## config.mk

```make
export PLATFORM = sky130hd
export DESIGN_NAME = exMemReg
export DESIGN_NICKNAME = d
export VERILOG_FILES = /design/src/source/backEndPkg.sv /design/src/source/exMemReg.sv
export VERILOG_INCLUDE_DIRS = /design/src /design/src/source
export SDC_FILE = /design/constraint.sdc
export NUM_CORES = 1
export LEC_CHECK = 0
export BUFFER_PORTS_ARGS = -buffer_cell sky130_fd_sc_hd__buf_2
export CAP_MARGIN = 15
export CORE_UTILIZATION = 34
export DETAILED_ROUTE_END_ITERATION = 7
export PLACE_DENSITY = 0.85
export SLEW_MARGIN = 20
export SYNTH_ARGS = -nofsm -noshare
export SYNTH_HDL_FRONTEND = slang
export SYNTH_SLANG_ARGS = --single-unit
```

## constraint.sdc

```tcl
create_clock -name Clk -period 0.8 [get_ports Clk]
set_clock_uncertainty 0.1 [all_clocks]
set_input_delay 0.24 -clock Clk [delete_from_list [all_inputs] [get_ports Clk]]
set_output_delay 0.24 -clock Clk [all_outputs]
set_load 0.05 [all_outputs]
```

## src/source/backEnd_settings.svh

```systemverilog
`ifndef BACKEND_SETTINGS_SVH
`define BACKEND_SETTINGS_SVH

// ---------------------------------------------------------------------------
// datapath widths
// ---------------------------------------------------------------------------
`define DATA_WIDTH      32      // data word width.
`define REG_IDX_WIDTH   5       // register file index width.

// ---------------------------------------------------------------------------
// data RAM and multiply/divide timing
// ---------------------------------------------------------------------------
`define MEM_WORDS       256     // default data RAM depth in words.
`define MULT_CYCLES     6       // busy cycles of mult and multu.
`define DIV_CYCLES      33      // busy cycles of div and divu, 32 steps plus the fixup.

`endif

```

## src/source/backEndPkg.sv

```systemverilog
`include "backEnd_settings.svh"

package backEndPkg;

    // ---------------------------------------------------------------------------
    // basic vectors
    // ---------------------------------------------------------------------------
    typedef logic [`DATA_WIDTH-1:0]    dataWord;     // one data value.
    typedef logic [`REG_IDX_WIDTH-1:0] regIdx;       // register index.
    typedef logic [3:0]                byteEnable;   // one bit per byte lane.

    // ---------------------------------------------------------------------------
    // operation encodings
    // ---------------------------------------------------------------------------
    // shifts move operand A by the amount in the low bits of operand B
    typedef enum logic [3:0] {
        aluAdd  = 4'd0,
        aluSub  = 4'd1,
        aluAnd  = 4'd2,
        aluOr   = 4'd3,
        aluXor  = 4'd4,
        aluNor  = 4'd5,
        aluSlt  = 4'd6,
        aluSltu = 4'd7,
        aluSll  = 4'd8,
        aluSrl  = 4'd9,
        aluSra  = 4'd10
    } aluOp;

    typedef enum logic [2:0] {
        loadNone = 3'd0,
        loadLw   = 3'd1,
        loadLh   = 3'd2,
        loadLhu  = 3'd3,
        loadLb   = 3'd4,
        loadLbu  = 3'd5
    } loadOpt;

    typedef enum logic [1:0] {
        storeNone = 2'd0,
        storeSw   = 2'd1,
        storeSh   = 2'd2,
        storeSb   = 2'd3
    } storeOpt;

    typedef enum logic [3:0] {
        mdNone  = 4'd0,
        mdMult  = 4'd1,
        mdMultu = 4'd2,
        mdDiv   = 4'd3,
        mdDivu  = 4'd4,
        mdMthi  = 4'd5,
        mdMtlo  = 4'd6,
        mdMfhi  = 4'd7,
        mdMflo  = 4'd8
    } mdOp;

    typedef enum logic [1:0] {
        mdIdle    = 2'd0,
        mdMultRun = 2'd1,
        mdDivRun  = 2'd2
    } mdState;

    // ---------------------------------------------------------------------------
    // stage bundles
    // ---------------------------------------------------------------------------
    typedef struct packed {
        logic    valid;
        aluOp    aluFunc;
        dataWord opA;
        dataWord opB;
        regIdx   dest;
        logic    regWrite;
        loadOpt  loadSel;
        storeOpt storeSel;
        mdOp     mdSel;
    } issueInstr;

    typedef struct packed {
        logic    valid;
        logic    regWrite;
        regIdx   dest;
        dataWord result;       // ALU value, HI/LO read, or memory address.
        dataWord storeData;
        loadOpt  loadSel;
        storeOpt storeSel;
    } exMemBundle;

    typedef struct packed {
        logic    valid;
        regIdx   dest;
        dataWord data;
    } wbPort;

endpackage

```

## src/source/exMemReg.sv

```systemverilog
`timescale 1ns/1ps
`include "backEnd_settings.svh"

module exMemReg
    import backEndPkg::*;
(
    input  logic       Clk,
    input  logic       Reset,
    input  logic       stall,
    input  exMemBundle exIn,
    output exMemBundle memOut
);

    exMemBundle bubble;

    // a bubble keeps the payload but can neither write a register nor store
    always_comb begin
        bubble          = exIn;
        bubble.valid    = 1'b0;
        bubble.regWrite = 1'b0;
        bubble.storeSel = storeNone;
    end

    always_ff @(posedge Clk or negedge Reset) begin
        if (!Reset) begin
            memOut <= '0;
        end else if (stall) begin
            memOut <= bubble;     // held instruction goes in later.
        end else begin
            memOut <= exIn;
        end
    end

endmodule

```

==> results.cfg <==
[run_status]
status = finished, violations left
violations = negative setup slack

[clocking]
h-tree-depth = 3
clock_sinks = 76
cts_buffers = 9
path_clk_slew_ns = 0.08
post_cts_buffers = 0
cts_max_path_buffers = 2
root_buffer = clkbuf_8
cts_tree = yes
cts_hold_buf = 73

[timing]
final.min_clock_period_ns = 1.25
setup_ws_ns = -0.452
min_period_over_period_pct = 157
relSlewSlack_pct = 91.1
rsz0062_at_grt = yes
clock.fmax_mhz = 798
worst_pin_slew_ns = 0.133
slew_violations = 0
final-setup-viol-count = 83
hold_viol = 0

[floorplanning]
rows = 27
dieWidth_um = 77.3
dieArea_um2 = 5970
design.core.area_um2 = 5470
io_pins = 155
start_util_pct = 35.2
dieHeight_um = 77.3

[placement]
port_buffers = 154
dp_cells = 308
placedInstanceArea_um2 = 2930
gp_congestion = 0.710

[global_routing]
first_global_vias = 2006
grtUsageTotal_pct = 23.0
grt_pass1_wl_um = 9830
grt.overflow.total = 0
grt_start_max_net_pins = 41
antenna_found_initial = 0

[power_and_ir_drop]
p_int_uw = 6610
switchingPower_uw = 2490
swShare_pct = 27.3
peakVddDrop_v = 0.00139
combPwrFrac_pct = 20.0
p_leak_uw = 0.00206
finalPower_uw = 9100
seqPwrFrac_pct = 45.8
clockPowerShare_pct = 34.2
p_per_area_nw_per_um2 = 2060

[logic_synthesis]
synth-seq-cells = 76
synthCells = 80
ys_warn_count = 0
synth_commonest_cells = 76 x dfrtp_1, 4 x nor2b_1
synth_top_area_cell = dfrtp_1
synth-main-ff-cell = dfrtp_1
synth_nets = 159
synth_area_leaders = dfrtp_1 99%, nor2b_1 1.3%
synth.distinct_cells = 2
netlist.area_leader.share_pct = 98.7
synth_most_common_cell = dfrtp_1
ys_async_sr_fraction_pct = 100
seq_area_frac_synth_pct = 98.7
syn-cell-area_um2 = 1930
avgSynthCellArea_um2 = 24.1
synth_edf_count = 0

[worst_setup_path]
max_stage_delay_ns = 0.43
crit_buf_inv = 1
crit_path_max_fanout = 1
cp_cell_sequence = buf_6
crit_required_ns = 0.46
start_kind = register
critPathSlowestCell = dfrtp_2
crit_path_end_kind = output pin
critPathKind = register to output pin
cp.arrival_ns = 0.91
path_delay_family = flip-flops

[route]
ant_nets = 0
wl_met3_um = 454
totalWireLength_um = 6730
avgRoutedWirePerCell_um = 16.9
drc = 0
highest_layer = met4
first_iter_violations = 45
wl_met1_um = 2260
vias = 1644
wl_met2_um = 3870
drt_pass1_iterations = 6
vias_per_cell = 4.12

[final_layout]
reg.largest.list = memOut (76)
final_layout_size_suffix_gt1_share_pct = 76.5
n_fill_cell = 283
nNetsFinal = 401
largest_reg_flops = 76
final_cell_count_no_fill = 399
area_growth_pct = 129
fin_area_um2 = 4420
fin_util_pct = 80.7
num_antenna_cells = 0
regMostFlops = memOut

[job]
drv_cap = 0

[hold_path]
min_path_type = input pin to register
worst paths after layout:
check                                      from                    to  slack, ns  depth (start not counted)
hold / removal                            stall  memOut[75]$_DFF_PN0_      0.004                          2
setup / recovery           memOut[20]$_DFF_PN0_            memOut[20]      -0.45                          1
max in group asynchronous                 Reset  memOut[13]$_DFF_PN0_       0.03                          3
min in group asynchronous                 Reset  memOut[47]$_DFF_PN0_       0.39                          3
power by group through the flow:
stage	registers, µW	logic (µW)	clock network (µW)
4_1_cts	4160	1750	3130
2_1_floorplan	4920	6.89	0
5_1_grt	4190	1890	3360
3_3_place_gp	4180	1220	0
6_report	4170	1820	3110
3_5_place_dp	4190	1230	0
through the flow:
stage / setup TNS [ns] / hold slack [ns] / setup slack [ns]
global route: -34.94 / -0.00564 / -0.489
floorplan: -1.88 / -0.156 / -0.0247
CTS: -33.08 / -0.0228 / -0.446
finish: -32.13 / 0.00426 / -0.452
global placement: -8.11 / 0.126 / -0.121
detailed placement: -8.37 / 0.132 / -0.128
per-layer routing:
| metal | vias up | track usage, % |
|---|---|---|
| li1 | 731 | - |
| met1 | 802 | 21.6 |
| met3 | 16 | 7.62 |
| met5 | - | 0 |
| met4 | 0 | 12.5 |
| met2 | 95 | 43.3 |
what timing repair did:
item / in CTS / in global routing
endpoints found under the setup margin: 76 / 127
endpoints found under the hold margin: 152 / 2
gates resized for setup: 152 / 4
gates cloned: 0 / 2
area by class of cell:
cell class | instances | area [µm²] | area share (%)
clock inverters | 7 | 91.3 | 2.07
well taps | 72 | 90.1 | 2.04
clock buffers | 9 | 124 | 2.80
multi-input cells | 4 | 25.0 | 0.566
flip-flops and latches | 76 | 2000 | 45.2
repair buffers | 231 | 2090 | 47.3
kinds of logic (layout without fill, tap and decap cells):
| group | Yosys count | count (layout) | synth area share, % |
|---|---|---|---|
| buffers and inverters | 0 | 247 | 0 |
| AND/OR/NAND/NOR | 4 | 4 | 1.30 |
| flip-flops | 76 | 76 | 98.7 |
cells in the final DEF, fill, tap and decap left out, drive strengths merged:
cell type     synthesis  routed
buf                   0     156
clkinv                0       4
dlymetal6s4s          0       1
dlygate4sd3           0      72
dfrtp                76      76
bufinv                0       2
clkinvlp              0       1
clkbuf                0      11
nor2b                 4       4
(Power assumes the default switching activity.)
